==> config.mk <==
export PLATFORM = sky130hd
export DESIGN_NAME = mem_cluster
export DESIGN_NICKNAME = d
export VERILOG_FILES = /design/src/design/cluster_pkg.sv /design/src/design/mem_cluster.sv /design/src/design/mem_group.sv /design/src/design/rr_arbiter.sv /design/src/design/tcdm_bank.sv
export SDC_FILE = /design/constraint.sdc
export NUM_CORES = 2
export LEC_CHECK = 0
export ABC_CLOCK_PERIOD_IN_PS = 16500
export CORE_MARGIN = 1.5
export CORE_UTILIZATION = 32
export DETAILED_ROUTE_END_ITERATION = 10
export DONT_BUFFER_PORTS = 1
export GPL_ROUTABILITY_DRIVEN = 1
export PLACE_DENSITY = 0.52
export RECOVER_POWER = 100
export SYNTH_ARGS = -nofsm -noshare
export SYNTH_HDL_FRONTEND = slang
export SYNTH_SLANG_ARGS = --single-unit
==> constraint.sdc <==
create_clock -name clk_i -period 16.5 [get_ports clk_i]
set_clock_uncertainty 0.15 [all_clocks]
set_input_delay 0.825 -clock clk_i [delete_from_list [all_inputs] [get_ports clk_i]]
set_output_delay 0.825 -clock clk_i [all_outputs]
set_load 0.02 [all_outputs]
==> src/design/cluster_pkg.sv <==
//////////////////////////////////////////////////
// Shared sizes, address fields and link payloads
// for the four-group memory cluster
//////////////////////////////////////////////////

`default_nettype none

package cluster_pkg;

  // Cluster geometry
  localparam int unsigned num_groups = 4;
  localparam int unsigned group_w    = 2;
  localparam int unsigned bank_words = 16;
  localparam int unsigned offset_w   = 4;

  // Group index sits above the word offset
  localparam int unsigned addr_w = group_w + offset_w;
  localparam int unsigned data_w = 32;
  localparam int unsigned tag_w  = 4;

  // Direction = target group xor own group
  localparam logic [group_w-1:0] dir_local     = 2'd0;
  localparam logic [group_w-1:0] dir_east      = 2'd1;
  localparam logic [group_w-1:0] dir_north     = 2'd2;
  localparam logic [group_w-1:0] dir_northeast = 2'd3;

  typedef enum logic [0:0] {
    op_read  = 1'b0,
    op_write = 1'b1
  } opcode_e;

  // Request as issued by a core port, 43 bits
  typedef struct packed {
    opcode_e             opcode;
    logic [addr_w-1:0]   addr;
    logic [data_w-1:0]   wdata;
    logic [tag_w-1:0]    tag;
  } core_req_t;

  // Request on its way to a bank, 45 bits
  typedef struct packed {
    core_req_t           req;
    logic [group_w-1:0]  src;
  } link_req_t;

  // Response back to the issuing group, 38 bits
  typedef struct packed {
    logic [data_w-1:0]   rdata;
    logic [tag_w-1:0]    tag;
    logic [group_w-1:0]  dst;
  } resp_t;

endpackage : cluster_pkg

`default_nettype wire

==> src/design/mem_cluster.sv <==
//////////////////////////////////////////////////
// Four-group memory cluster, groups joined by
// east, north and northeast links
//////////////////////////////////////////////////

`default_nettype none

module mem_cluster (
  input  logic                                                clk_i,
  input  logic                                                arst_n_i,
  input  cluster_pkg::core_req_t [cluster_pkg::num_groups-1:0] core_req_i,
  input  logic                   [cluster_pkg::num_groups-1:0] core_req_valid_i,
  output logic                   [cluster_pkg::num_groups-1:0] core_req_ready_o,
  output cluster_pkg::resp_t     [cluster_pkg::num_groups-1:0] core_resp_o,
  output logic                   [cluster_pkg::num_groups-1:0] core_resp_valid_o,
  input  logic                   [cluster_pkg::num_groups-1:0] core_resp_ready_i
);

  // Per group, per direction minus one
  cluster_pkg::link_req_t [cluster_pkg::num_groups-1:0][2:0] mst_req;
  logic                   [cluster_pkg::num_groups-1:0][2:0] mst_req_valid;
  logic                   [cluster_pkg::num_groups-1:0][2:0] mst_req_ready;
  cluster_pkg::resp_t     [cluster_pkg::num_groups-1:0][2:0] mst_resp;
  logic                   [cluster_pkg::num_groups-1:0][2:0] mst_resp_valid;
  logic                   [cluster_pkg::num_groups-1:0][2:0] mst_resp_ready;
  cluster_pkg::link_req_t [cluster_pkg::num_groups-1:0][2:0] slv_req;
  logic                   [cluster_pkg::num_groups-1:0][2:0] slv_req_valid;
  logic                   [cluster_pkg::num_groups-1:0][2:0] slv_req_ready;
  cluster_pkg::resp_t     [cluster_pkg::num_groups-1:0][2:0] slv_resp;
  logic                   [cluster_pkg::num_groups-1:0][2:0] slv_resp_valid;
  logic                   [cluster_pkg::num_groups-1:0][2:0] slv_resp_ready;

  for (genvar g = 0; g < cluster_pkg::num_groups; g++) begin : gen_groups
    mem_group #(
      .GroupId(g)
    ) i_group (
      .clk_i            (clk_i),
      .arst_n_i         (arst_n_i),
      .core_req_i       (core_req_i[g]),
      .core_req_valid_i (core_req_valid_i[g]),
      .core_req_ready_o (core_req_ready_o[g]),
      .core_resp_o      (core_resp_o[g]),
      .core_resp_valid_o(core_resp_valid_o[g]),
      .core_resp_ready_i(core_resp_ready_i[g]),
      .mst_req_o        (mst_req[g]),
      .mst_req_valid_o  (mst_req_valid[g]),
      .mst_req_ready_i  (mst_req_ready[g]),
      .mst_resp_i       (mst_resp[g]),
      .mst_resp_valid_i (mst_resp_valid[g]),
      .mst_resp_ready_o (mst_resp_ready[g]),
      .slv_req_i        (slv_req[g]),
      .slv_req_valid_i  (slv_req_valid[g]),
      .slv_req_ready_o  (slv_req_ready[g]),
      .slv_resp_o       (slv_resp[g]),
      .slv_resp_valid_o (slv_resp_valid[g]),
      .slv_resp_ready_i (slv_resp_ready[g])
    );
  end : gen_groups

  // Master link d of group g lands on slave link d of group g xor d
  for (genvar g = 0; g < cluster_pkg::num_groups; g++) begin : gen_links
    for (genvar d = 1; d < cluster_pkg::num_groups; d++) begin : gen_dir
      assign slv_req[g ^ d][d-1]        = mst_req[g][d-1];
      assign slv_req_valid[g ^ d][d-1]  = mst_req_valid[g][d-1];
      assign mst_req_ready[g][d-1]      = slv_req_ready[g ^ d][d-1];
      assign mst_resp[g ^ d][d-1]       = slv_resp[g][d-1];
      assign mst_resp_valid[g ^ d][d-1] = slv_resp_valid[g][d-1];
      assign slv_resp_ready[g][d-1]     = mst_resp_ready[g ^ d][d-1];
    end : gen_dir
  end : gen_links

  if (cluster_pkg::num_groups != 4) begin : gen_size_check
    $fatal(1, "mem_cluster: the xor direction wiring needs exactly four groups");
  end

endmodule : mem_cluster

`default_nettype wire

==> src/design/mem_group.sv <==
//////////////////////////////////////////////////
// One cluster group: request routing, bank
// arbitration and response merging
//////////////////////////////////////////////////

`default_nettype none

module mem_group #(
  parameter int unsigned GroupId = 0
) (
  input  logic                         clk_i,
  input  logic                         arst_n_i,
  // Core port
  input  cluster_pkg::core_req_t       core_req_i,
  input  logic                         core_req_valid_i,
  output logic                         core_req_ready_o,
  output cluster_pkg::resp_t           core_resp_o,
  output logic                         core_resp_valid_o,
  input  logic                         core_resp_ready_i,
  // Outgoing requests, index is direction minus one
  output cluster_pkg::link_req_t [2:0] mst_req_o,
  output logic                   [2:0] mst_req_valid_o,
  input  logic                   [2:0] mst_req_ready_i,
  input  cluster_pkg::resp_t     [2:0] mst_resp_i,
  input  logic                   [2:0] mst_resp_valid_i,
  output logic                   [2:0] mst_resp_ready_o,
  // Incoming requests from the other groups
  input  cluster_pkg::link_req_t [2:0] slv_req_i,
  input  logic                   [2:0] slv_req_valid_i,
  output logic                   [2:0] slv_req_ready_o,
  output cluster_pkg::resp_t     [2:0] slv_resp_o,
  output logic                   [2:0] slv_resp_valid_o,
  input  logic                   [2:0] slv_resp_ready_i
);

  logic [cluster_pkg::group_w-1:0]    own_id;
  logic [cluster_pkg::group_w-1:0]    req_dir;
  logic [cluster_pkg::group_w-1:0]    resp_dir;
  logic [cluster_pkg::num_groups-1:0] req_sel;
  logic [cluster_pkg::num_groups-1:0] resp_sel;
  cluster_pkg::link_req_t             local_req;

  cluster_pkg::link_req_t [cluster_pkg::num_groups-1:0] bank_in;
  logic [cluster_pkg::num_groups-1:0] bank_in_valid;
  logic [cluster_pkg::num_groups-1:0] bank_gnt;
  logic                               bank_idle;
  cluster_pkg::link_req_t             bank_req;
  logic                               bank_req_valid;
  logic                               bank_req_ready;
  cluster_pkg::resp_t                 bank_resp;
  logic                               bank_resp_valid;
  logic                               bank_resp_ready;

  cluster_pkg::resp_t [cluster_pkg::num_groups-1:0] merge_in;
  logic [cluster_pkg::num_groups-1:0] merge_in_valid;
  logic [cluster_pkg::num_groups-1:0] merge_gnt;

  assign own_id    = GroupId[cluster_pkg::group_w-1:0];
  assign req_dir   = core_req_i.addr[cluster_pkg::addr_w-1:cluster_pkg::offset_w] ^ own_id;
  assign resp_dir  = bank_resp.dst ^ own_id;
  assign req_sel   = {{(cluster_pkg::num_groups - 1){1'b0}}, 1'b1} << req_dir;
  assign resp_sel  = {{(cluster_pkg::num_groups - 1){1'b0}}, 1'b1} << resp_dir;
  assign local_req = '{req: core_req_i, src: own_id};

  // Ports look ready while the bank arbiter has nothing granted
  assign bank_idle = ~|bank_gnt;

  // Requester 0 is the own core, 1 to 3 the remote directions
  assign bank_in[0]        = local_req;
  assign bank_in_valid[0]  = core_req_valid_i && req_sel[0];
  assign merge_in[0]       = bank_resp;
  assign merge_in_valid[0] = bank_resp_valid && resp_sel[0];

  for (genvar d = 1; d < cluster_pkg::num_groups; d++) begin : gen_dir
    assign mst_req_o[d-1]       = local_req;
    assign mst_req_valid_o[d-1] = core_req_valid_i && req_sel[d];
    assign bank_in[d]           = slv_req_i[d-1];
    assign bank_in_valid[d]     = slv_req_valid_i[d-1];
    assign slv_req_ready_o[d-1] = (bank_gnt[d] || bank_idle) && bank_req_ready;

    assign slv_resp_o[d-1]       = bank_resp;
    assign slv_resp_valid_o[d-1] = bank_resp_valid && resp_sel[d];
    assign merge_in[d]           = mst_resp_i[d-1];
    assign merge_in_valid[d]     = mst_resp_valid_i[d-1];
    assign mst_resp_ready_o[d-1] = merge_gnt[d] && core_resp_ready_i;
  end : gen_dir

  always_comb begin
    unique case (req_dir)
      cluster_pkg::dir_local:     core_req_ready_o = (bank_gnt[0] || bank_idle) && bank_req_ready;
      cluster_pkg::dir_east:      core_req_ready_o = mst_req_ready_i[0];
      cluster_pkg::dir_north:     core_req_ready_o = mst_req_ready_i[1];
      cluster_pkg::dir_northeast: core_req_ready_o = mst_req_ready_i[2];
    endcase
  end

  always_comb begin
    unique case (resp_dir)
      cluster_pkg::dir_local:     bank_resp_ready = merge_gnt[0] && core_resp_ready_i;
      cluster_pkg::dir_east:      bank_resp_ready = slv_resp_ready_i[0];
      cluster_pkg::dir_north:     bank_resp_ready = slv_resp_ready_i[1];
      cluster_pkg::dir_northeast: bank_resp_ready = slv_resp_ready_i[2];
    endcase
  end

  // Grant muxes
  always_comb begin
    bank_req    = bank_in[0];
    core_resp_o = merge_in[0];
    for (int i = 1; i < cluster_pkg::num_groups; i++) begin
      if (bank_gnt[i]) begin
        bank_req = bank_in[i];
      end
      if (merge_gnt[i]) begin
        core_resp_o = merge_in[i];
      end
    end
  end

  assign bank_req_valid    = |bank_gnt;
  assign core_resp_valid_o = |merge_gnt;

  rr_arbiter i_bank_arb (
    .clk_i   (clk_i),
    .arst_n_i(arst_n_i),
    .req_i   (bank_in_valid),
    .ack_i   (bank_req_valid && bank_req_ready),
    .gnt_o   (bank_gnt)
  );

  tcdm_bank i_bank (
    .clk_i       (clk_i),
    .arst_n_i    (arst_n_i),
    .req_i       (bank_req),
    .req_valid_i (bank_req_valid),
    .req_ready_o (bank_req_ready),
    .resp_o      (bank_resp),
    .resp_valid_o(bank_resp_valid),
    .resp_ready_i(bank_resp_ready)
  );

  rr_arbiter i_resp_arb (
    .clk_i   (clk_i),
    .arst_n_i(arst_n_i),
    .req_i   (merge_in_valid),
    .ack_i   (core_resp_valid_o && core_resp_ready_i),
    .gnt_o   (merge_gnt)
  );

endmodule : mem_group

`default_nettype wire

==> src/design/rr_arbiter.sv <==
//////////////////////////////////////////////////
// Four-way round-robin arbiter, grant held
// until the chosen request has been taken
//////////////////////////////////////////////////

`default_nettype none

module rr_arbiter (
  input  logic                              clk_i,
  input  logic                              arst_n_i,
  input  logic [cluster_pkg::num_groups-1:0] req_i,
  input  logic                              ack_i,
  output logic [cluster_pkg::num_groups-1:0] gnt_o
);

  logic [cluster_pkg::group_w-1:0] ptr_q;
  logic [cluster_pkg::group_w-1:0] win_q;
  logic [cluster_pkg::group_w-1:0] win;
  logic [cluster_pkg::group_w-1:0] search_win;
  logic                            lock_q;
  logic                            any;

  // First request at or after the pointer
  always_comb begin
    logic [cluster_pkg::group_w-1:0] idx;
    search_win = ptr_q;
    for (int i = cluster_pkg::num_groups - 1; i >= 0; i--) begin
      idx = ptr_q + i[cluster_pkg::group_w-1:0];
      if (req_i[idx]) begin
        search_win = idx;
      end
    end
  end

  // A stalled grant is frozen so the payload downstream stays put
  assign win = lock_q ? win_q : search_win;
  assign any = lock_q || (|req_i);

  always_comb begin
    gnt_o = '0;
    if (any) begin
      gnt_o[win] = 1'b1;
    end
  end

  always_ff @(posedge clk_i or negedge arst_n_i) begin
    if (!arst_n_i) begin
      ptr_q  <= '0;
      win_q  <= '0;
      lock_q <= 1'b0;
    end else begin
      lock_q <= any && !ack_i;
      if (any) begin
        win_q <= win;
      end
      if (any && ack_i) begin
        ptr_q <= win + 1'b1;
      end
    end
  end

  assert property (@(posedge clk_i) disable iff (!arst_n_i) $onehot0(gnt_o));

endmodule : rr_arbiter

`default_nettype wire

==> src/design/tcdm_bank.sv <==
//////////////////////////////////////////////////
// Single-port word bank with registered response
//////////////////////////////////////////////////

`default_nettype none

module tcdm_bank (
  input  logic                   clk_i,
  input  logic                   arst_n_i,
  input  cluster_pkg::link_req_t req_i,
  input  logic                   req_valid_i,
  output logic                   req_ready_o,
  output cluster_pkg::resp_t     resp_o,
  output logic                   resp_valid_o,
  input  logic                   resp_ready_i
);

  logic [cluster_pkg::data_w-1:0]   mem [cluster_pkg::bank_words];
  logic [cluster_pkg::offset_w-1:0] offset;
  logic                             accept;
  cluster_pkg::resp_t               resp_q;
  logic                             resp_valid_q;

  assign offset = req_i.req.addr[cluster_pkg::offset_w-1:0];

  // Free slot if nothing is pending or the pending one leaves now
  assign req_ready_o = !resp_valid_q || resp_ready_i;
  assign accept      = req_valid_i && req_ready_o;

  always_ff @(posedge clk_i) begin
    if (accept) begin
      if (req_i.req.opcode == cluster_pkg::op_write) begin
        mem[offset]  <= req_i.req.wdata;
        resp_q.rdata <= req_i.req.wdata;
      end else begin
        resp_q.rdata <= mem[offset];
      end
      resp_q.tag <= req_i.req.tag;
      resp_q.dst <= req_i.src;
    end
  end

  always_ff @(posedge clk_i or negedge arst_n_i) begin
    if (!arst_n_i) begin
      resp_valid_q <= 1'b0;
    end else if (accept) begin
      resp_valid_q <= 1'b1;
    end else if (resp_ready_i) begin
      resp_valid_q <= 1'b0;
    end
  end

  assign resp_o       = resp_q;
  assign resp_valid_o = resp_valid_q;

  assert property (@(posedge clk_i) disable iff (!arst_n_i)
    resp_valid_o && !resp_ready_i |=> resp_valid_o && $stable(resp_o));

endmodule : tcdm_bank

`default_nettype wire

==> After elaboration in Yosys (flattened, before gate mapping) <==
Memory sizes are Yosys's and may differ from the RTL's. A register that Yosys moved wholly into a read port is not among the register bits.
Cells that the tools add are included.
{ "classes": {"shift": 8, "n_lt_le_gt_ge": 48, "reduce_logical": 172, "n_addsub": 32, "n_mul": 0, "n_eq_ne": 24, "n_bitwise": 6, "div_mod_pow": 0, "mux": 180} }
{ "ops": {"columns": ["operator", "count"], "rows": [
  ["$mux 45", 12],
  ["$mux 38", 12],
  ["$lt 2x3->1 const B", 40],
  ["$logic_and 1x1->1", 96],
  ["$mux 2", 40],
  ["$bmux 1 s2", 32],
  ["$reduce_or 4->1", 16],
  ["$mux 1", 60],
  ["$add 2x1->2 const B", 16],
  ["$add 2x2->2 const B", 16],
  ["$eq 2x2->1 const B", 16],
  ["$mux 4", 8],
  ["$pmux 1 s4", 8],
  ["$shl 1x2->4 const A", 8],
  ["$logic_or 1x1->1", 28],
  ["$demux 1 s2", 8],
  ["$eq 2x1->1 const B", 8],
  ["$ge 2x1->1 const B", 8],
  ["$logic_not 1->1", 16],
  ["$logic_not 2->1", 8],
  ["$reduce_bool 2->1", 4],
  ["$reduce_or 2->1", 4],
  ["$not 1->1", 4],
  ["$not 2->2", 2]
]} }
{ "totals": {"ramBits": 2048, "wordCells": 514, "memories": 4, "latch_bits": 0, "regBits": 68, "input_bits": 182, "output_inout_bits": 160, "romBits": 0} }
{ "mem_list": {"columns": ["memory", "depth", "width", "rd", "rd_clocked_by_memory_dff", "wr", "line_no", "text"], "rows": [
  ["gen_groups[0].i_group.i_bank.mem", 16, 32, 1, 1, 1, "tcdm_bank.sv:18", "logic [cluster_pkg::data_w-1:0] mem [cluster_pkg::bank_words];"],
  ["gen_groups[1].i_group.i_bank.mem", 16, 32, 1, 1, 1, "tcdm_bank.sv:18", null],
  ["gen_groups[2].i_group.i_bank.mem", 16, 32, 1, 1, 1, "tcdm_bank.sv:18", null],
  ["gen_groups[3].i_group.i_bank.mem", 16, 32, 1, 1, 1, "tcdm_bank.sv:18", null]
]} }

==> Longest topological paths before layout <==
{ "depth": {"word_depth": 21, "ltp_mapped": 23, "depth_no_buf": 18} }

==> Modules after synthesis <==
Synthesis repeated with hierarchy kept, for this count alone.
{ "unflattened": {"cells_unflattened": 6672, "hier_area_um2": 104921.9} }
{ "by_module_without_submodules": {"columns": ["mod", "area_each_um2", "instances", "seq_area_each_um2", "cells_per_inst"], "rows": [
  ["tcdm_bank (gen_groups[1].i_group.i_bank ...)", 20995.1, 3, 16540.9, 971],
  ["tcdm_bank (gen_groups[0].i_group.i_bank)", 20996.4, 1, 16540.9, 971],
  ["mem_group (gen_groups[1].i_group)", 4491.8, 1, 0.0, 609],
  ["mem_group (gen_groups[3].i_group)", 4484.3, 1, 0.0, 608],
  ["mem_group (gen_groups[2].i_group)", 4480.5, 1, 0.0, 611],
  ["mem_group (gen_groups[0].i_group)", 4476.8, 1, 0.0, 611],
  ["rr_arbiter (gen_groups[0].i_group.i_bank_arb ...)", 379.1, 7, 125.1, 44],
  ["rr_arbiter (gen_groups[3].i_group.i_resp_arb)", 352.8, 1, 125.1, 41]
]} }

==> Worst setup path after synthesis <==
No wires, ideal clock.
{ "synth_timing": {"kind": "in2reg", "from": "input core_req_i[83] in the netlist's numbering", "to": "memory gen_groups[2].i_group.i_bank.mem[13][0] in the netlist's numbering, enable pin", "slack_ns": 8.900, "stages": 18, "setup_ns": 0.461, "t_arrival_ns": 6.989, "path_cell_list": "buf_4 > and3b_1 > buf_6 > o31ai_1 > a21oi_1 > o31a_1 > buf_1 > inv_1 > ha_1 > clkbuf_1 > nor2_1 > o21ai_1 > a21oi_2 > a31oi_2 > nor2b_1 > clkbuf_1 > nand2_1 > nor3_1"} }
{ "synth_lines": {"columns": ["element", "line_no", "text"], "rows": [
  ["from (decl)", "mem_cluster.sv:11", "input cluster_pkg::core_req_t [cluster_pkg::num_groups-1:0] core_req_i,"],
  ["$not 1->1 (no source line) *", null, null],
  ["$shl 1x2->4 *", "mem_group.sv:61", "assign req_sel = {{(cluster_pkg::num_groups - 1){1'b0}}, 1'b1} << req_dir;"],
  ["$logic_and 1x1->1 *", "mem_group.sv:76", "assign mst_req_valid_o[d-1] = core_req_valid_i && req_sel[d];"],
  ["$bmux 1 s2", "rr_arbiter.sv:29", "if (req_i[idx]) begin"],
  ["$mux 1 (implied by the code)", "rr_arbiter.sv:29", null],
  ["$mux 2 (3 in series)", "rr_arbiter.sv:29", null],
  ["$mux 2 *", "rr_arbiter.sv:29", null],
  ["$mux 2 *", "rr_arbiter.sv:36", "assign win = lock_q ? win_q : search_win;"],
  ["net gen_groups[2].i_group.i_bank_arb.win (one bit)", "rr_arbiter.sv:18", "logic [cluster_pkg::group_w-1:0] win;"],
  ["(+2 left out)", null, null],
  ["$mux 1 (implied by the code)", "rr_arbiter.sv:42", "gnt_o[win] = 1'b1;"],
  ["$demux 1 s2 *", "rr_arbiter.sv:42", null],
  ["$mux 4 *", "rr_arbiter.sv:41", "if (any) begin"],
  ["$reduce_or 4->1 *", "mem_group.sv:120", "assign bank_req_valid = |bank_gnt;"],
  ["$logic_and 1x1->1 *", "tcdm_bank.sv:28", "assign accept = req_valid_i && req_ready_o;"],
  ["net gen_groups[2].i_group.i_bank.accept", "tcdm_bank.sv:20", "logic accept;"],
  ["$mux 1 *", "tcdm_bank.sv:31", "if (accept) begin"],
  ["$mux 1 (implied by the code) *", "tcdm_bank.sv:33", "mem[offset] <= req_i.req.wdata;"],
  ["to (decl)", "tcdm_bank.sv:18", null]
]} }
The timed path passes the listed nets; every way through them passes the cells marked *. The select of a mux whose other input is x is not followed.

==> results.py <==
metrics = {
    "worst_setup_path": {
        "worst-path-buf-inv": 1,
        "cp_max_fo": 76,
        "worstReg2RegEnd": "gen_groups[2].i_group.i_bank.mem[1][3]$_DFFE_PP_",
        "crit_type": "reg -> out",
        "critical_path_arrival_ps": 10690,
        "cp-startpoint": "gen_groups[1].i_group.i_bank.resp_o[1]$_SDFFCE_PP1P_",
        "cpPeakStageDelay_ps": 3270,
        "crit_chain": "nand3_1, nand4_1, clkbuf_1, nand2_1, nand3_1, o21ai_0, o21ai_0",
        "r2r_cells": 18,
        "cp-start-kind": "flop",
        "rrSetupSlack_ps": 4980,
        "r2r-start": "gen_groups[1].i_group.i_bank.resp_o[1]$_SDFFCE_PP1P_",
        "path_delay_family": "simple AND/OR/NAND/NOR gates",
        "critPathSlowestCell": "nand2_1",
        "critPathRequiredTime_ps": 15530,
        "setup.worst_path.end_class": "output pin",
    },
    "clock_tree": {
        "clockBufferDepth": 4,
        "clkTransAtPathRegs_ps": 60,
        "postCtsResizedCells": 0,
        "cts_buffers": 230,
        "clock_latency_ps": 910,
        "clockRootBuffer": "clkbuf_16",
        "cts.htree.levels": 4,
        "clock-sinks": 2244,
        "cts_tree": "done",
    },
    "synth": {
        "yosysSeqAreaShare_pct": 68.13,
        "synthesis.area_sq_um": 98590,
        "async_flop_share_pct": 1.961,
        "syn_inst": 7630,
        "yosysWarnings": 0,
        "synth_edf_count": 2200,
        "synth_cell_types": 94,
        "synthesis.nets": 7836,
        "synth_flop_cell": "edfxtp_1",
        "ys_ff_latch": 2244,
        "synth_area_per_cell_sq_um": 12.92,
    },
    "grt": {
        "grt_max_degree": 157,
        "first_global_vias": 64114,
        "overflow": 0,
        "grt_pass1_wl_um": 519000,
        "grt.total_usage_pct": 23.62,
        "antenna_found_initial": 18,
    },
    "floorplanning": {
        "die_h_um": 558.1,
        "start_util_pct": 32.21,
        "pin_count": 342,
        "die_area_sq_um": 311400,
        "core_area_sq_um": 306100,
        "die_w_um": 558.1,
        "fp-row-count": 203,
    },
    "placed_design": {
        "finalWeightedCongestion": 0.9341,
        "io_buffers": 0,
        "dp.cells": 11348,
        "dp_hpwl_um": 243900,
    },
    "drt": {
        "viasPerCell": 5.809,
        "dr.pass1.iters": 6,
        "drt_iter0_drc": 8415,
        "wl_per_cell_um": 32.25,
        "drcViolationCount": 0,
        "vias": 68461,
        "finalWirelength_um": 380100,
        "ant_nets": 0,
    },
    "finish": {
        "final_cell_mix": "edfxtp_1, nand2_1, a21oi_1",
        "final_cells": 11785,
        "fin_nets": 7705,
        "layout-drive-gt1-share_pct": 7.806,
        "final_common_cell": "edfxtp_1",
        "area_delta_synth_final_pct": 11.57,
    },
    "timing": {
        "rsz0062_at_grt": "false",
        "fmax_ghz": 0.08569,
        "slew_headroom_pct": -175.4,
        "post-route-min-period_ps": 11670,
        "worst_pin_slew_ps": 4131,
        "finalHoldViolCount": 0,
        "setup-tns-final_ps": 0,
        "min_period_over_period_pct": 70.73,
        "drv_slew": 2617,
        "finalSetupViolCount": 0,
        "hold_ws_ps": 67.70,
    },
    "status": {
        "outcome": "finished, violations left",
        "failed_checks": "capacitance limit, slew limit",
    },
    "min_path": {
        "hp-class": "in -> reg",
        "hold_path_end": "gen_groups[1].i_group.i_bank.resp_o[5]$_DFFE_PP_",
        "min_from": "core_req_i[132]",
        "holdPathStages": 2,
    },
    "run": {
        "maxCapViolCount": 93,
    },
}
## logic make-up after synthesis
| kind of cell | count (synthesis) | synth area share (%) |
|---|---|---|
| AOI/OAI and AO/OA | 1808 | 12.58 |
| adders and majority gates | 24 | 0.3046 |
| and+or+nand+nor | 2358 | 10.41 |
| buffers and inverters | 640 | 2.787 |
| DFF | 2244 | 68.13 |
| muxes | 555 | 5.781 |
| xor gates and xnor gates | 1 | 0.008886 |
## repair_timing
action | in CTS | in global routing
hold buffers | 19 | 0
hold endpoints to repair | 61 | 0
setup buffers | 0 | 0
## registers in the layout, summed over array words and instances, names as in the netlist
| name | flops |
|---|---|
| gen_groups.i_group.i_resp_arb.win_q | 8 |
| gen_groups.i_group.i_bank_arb.win_q | 8 |
| gen_groups.i_group.i_bank_arb.lock_q | 4 |
| gen_groups.i_group.i_bank.resp_valid_o | 4 |
| gen_groups.i_group.i_resp_arb.lock_q | 4 |
| gen_groups.i_group.i_bank_arb.ptr_q | 8 |
| gen_groups.i_group.i_resp_arb.ptr_q | 8 |
| gen_groups.i_group.i_bank.mem | 2048 |
| gen_groups.i_group.i_bank.resp_o | 152 |
## per-layer routing
metal  wire length (um)  track usage (%)  part of all wire, %  vias to the layer above
met3              35490            5.855                  9.3                      875
met4              24280            12.95                  6.4                        8
li1                   -                -                    -                    29164
met2             174300            37.52                   46                     3668
met1             145900            29.49                   38                    34746
met5                 63                0                0.017                        -
## worst max-delay path by stage
stage | depth (start not counted) | endpoint
3_5_place_dp | 15 | gen_groups[0].i_group.i_bank.mem[9][27]$_DFFE_PP_
4_1_cts | 17 | gen_groups[2].i_group.i_bank.mem[4][0]$_DFFE_PP_
6_report | 7 | core_resp_o[134]
5_1_grt | 18 | gen_groups[2].i_group.i_bank.mem[1][3]$_DFFE_PP_
2_1_floorplan | 18 | gen_groups[2].i_group.i_bank.mem[13][0]$_DFFE_PP_
3_3_place_gp | 15 | gen_groups[0].i_group.i_bank.mem[9][21]$_DFFE_PP_
## Yosys cell counts (37+ instances only)
| library cell | instances | area (sq um) |
|---|---|---|
| buf_2 | 123 | 615.6 |
| o22ai_1 | 203 | 1270 |
| o211ai_1 | 44 | 330.3 |
| edfxtp_1 | 2200 | 66060 |
| a21oi_1 | 480 | 2402 |
| nor2_1 | 240 | 900.9 |
| nor3_1 | 62 | 310.3 |
| a311oi_1 | 240 | 2102 |
| o31ai_1 | 37 | 277.8 |
| buf_1 | 57 | 214.0 |
| mux2_2 | 85 | 957.2 |
| a22oi_1 | 68 | 510.5 |
| mux2i_1 | 467 | 4674 |
| o21ai_1 | 46 | 230.2 |
| a211oi_1 | 137 | 1028 |
| o21ai_0 | 213 | 1066 |
| nand2_1 | 1400 | 5255 |
| dfrtp_1 | 44 | 1101 |
| inv_1 | 39 | 146.4 |
| a221o_1 | 69 | 690.7 |
| and3_1 | 210 | 1314 |
| o32ai_1 | 63 | 551.8 |
| clkbuf_1 | 379 | 1423 |
| nand3_1 | 340 | 1702 |
## final cells by class
type                            count  area (sq um)
Inverter                           40         151.4
Clock inverter                    120          1042
Tap cell                         4100          5130
Antenna cell                       11         27.53
Multi-Input combinational cell   4746         28990
Timing Repair Buffer              237          1470
Fill cell                       29281        196100
Sequential cell                  2244         67160
Clock buffer                      287          6012
## through the flow
step	cell area (sq um)	worst slack (ps)	utilization, %
floorplan	98590	8900	-
global placement	103600	8798	33.86
finish	110000	4830	35.94
global route	110000	4659	35.93
CTS	110900	9483	36.23
detailed placement	103600	8790	33.86
Power is not shown: default switching activity piles up to over one toggle a cycle in this logic, so the estimate is an artifact.
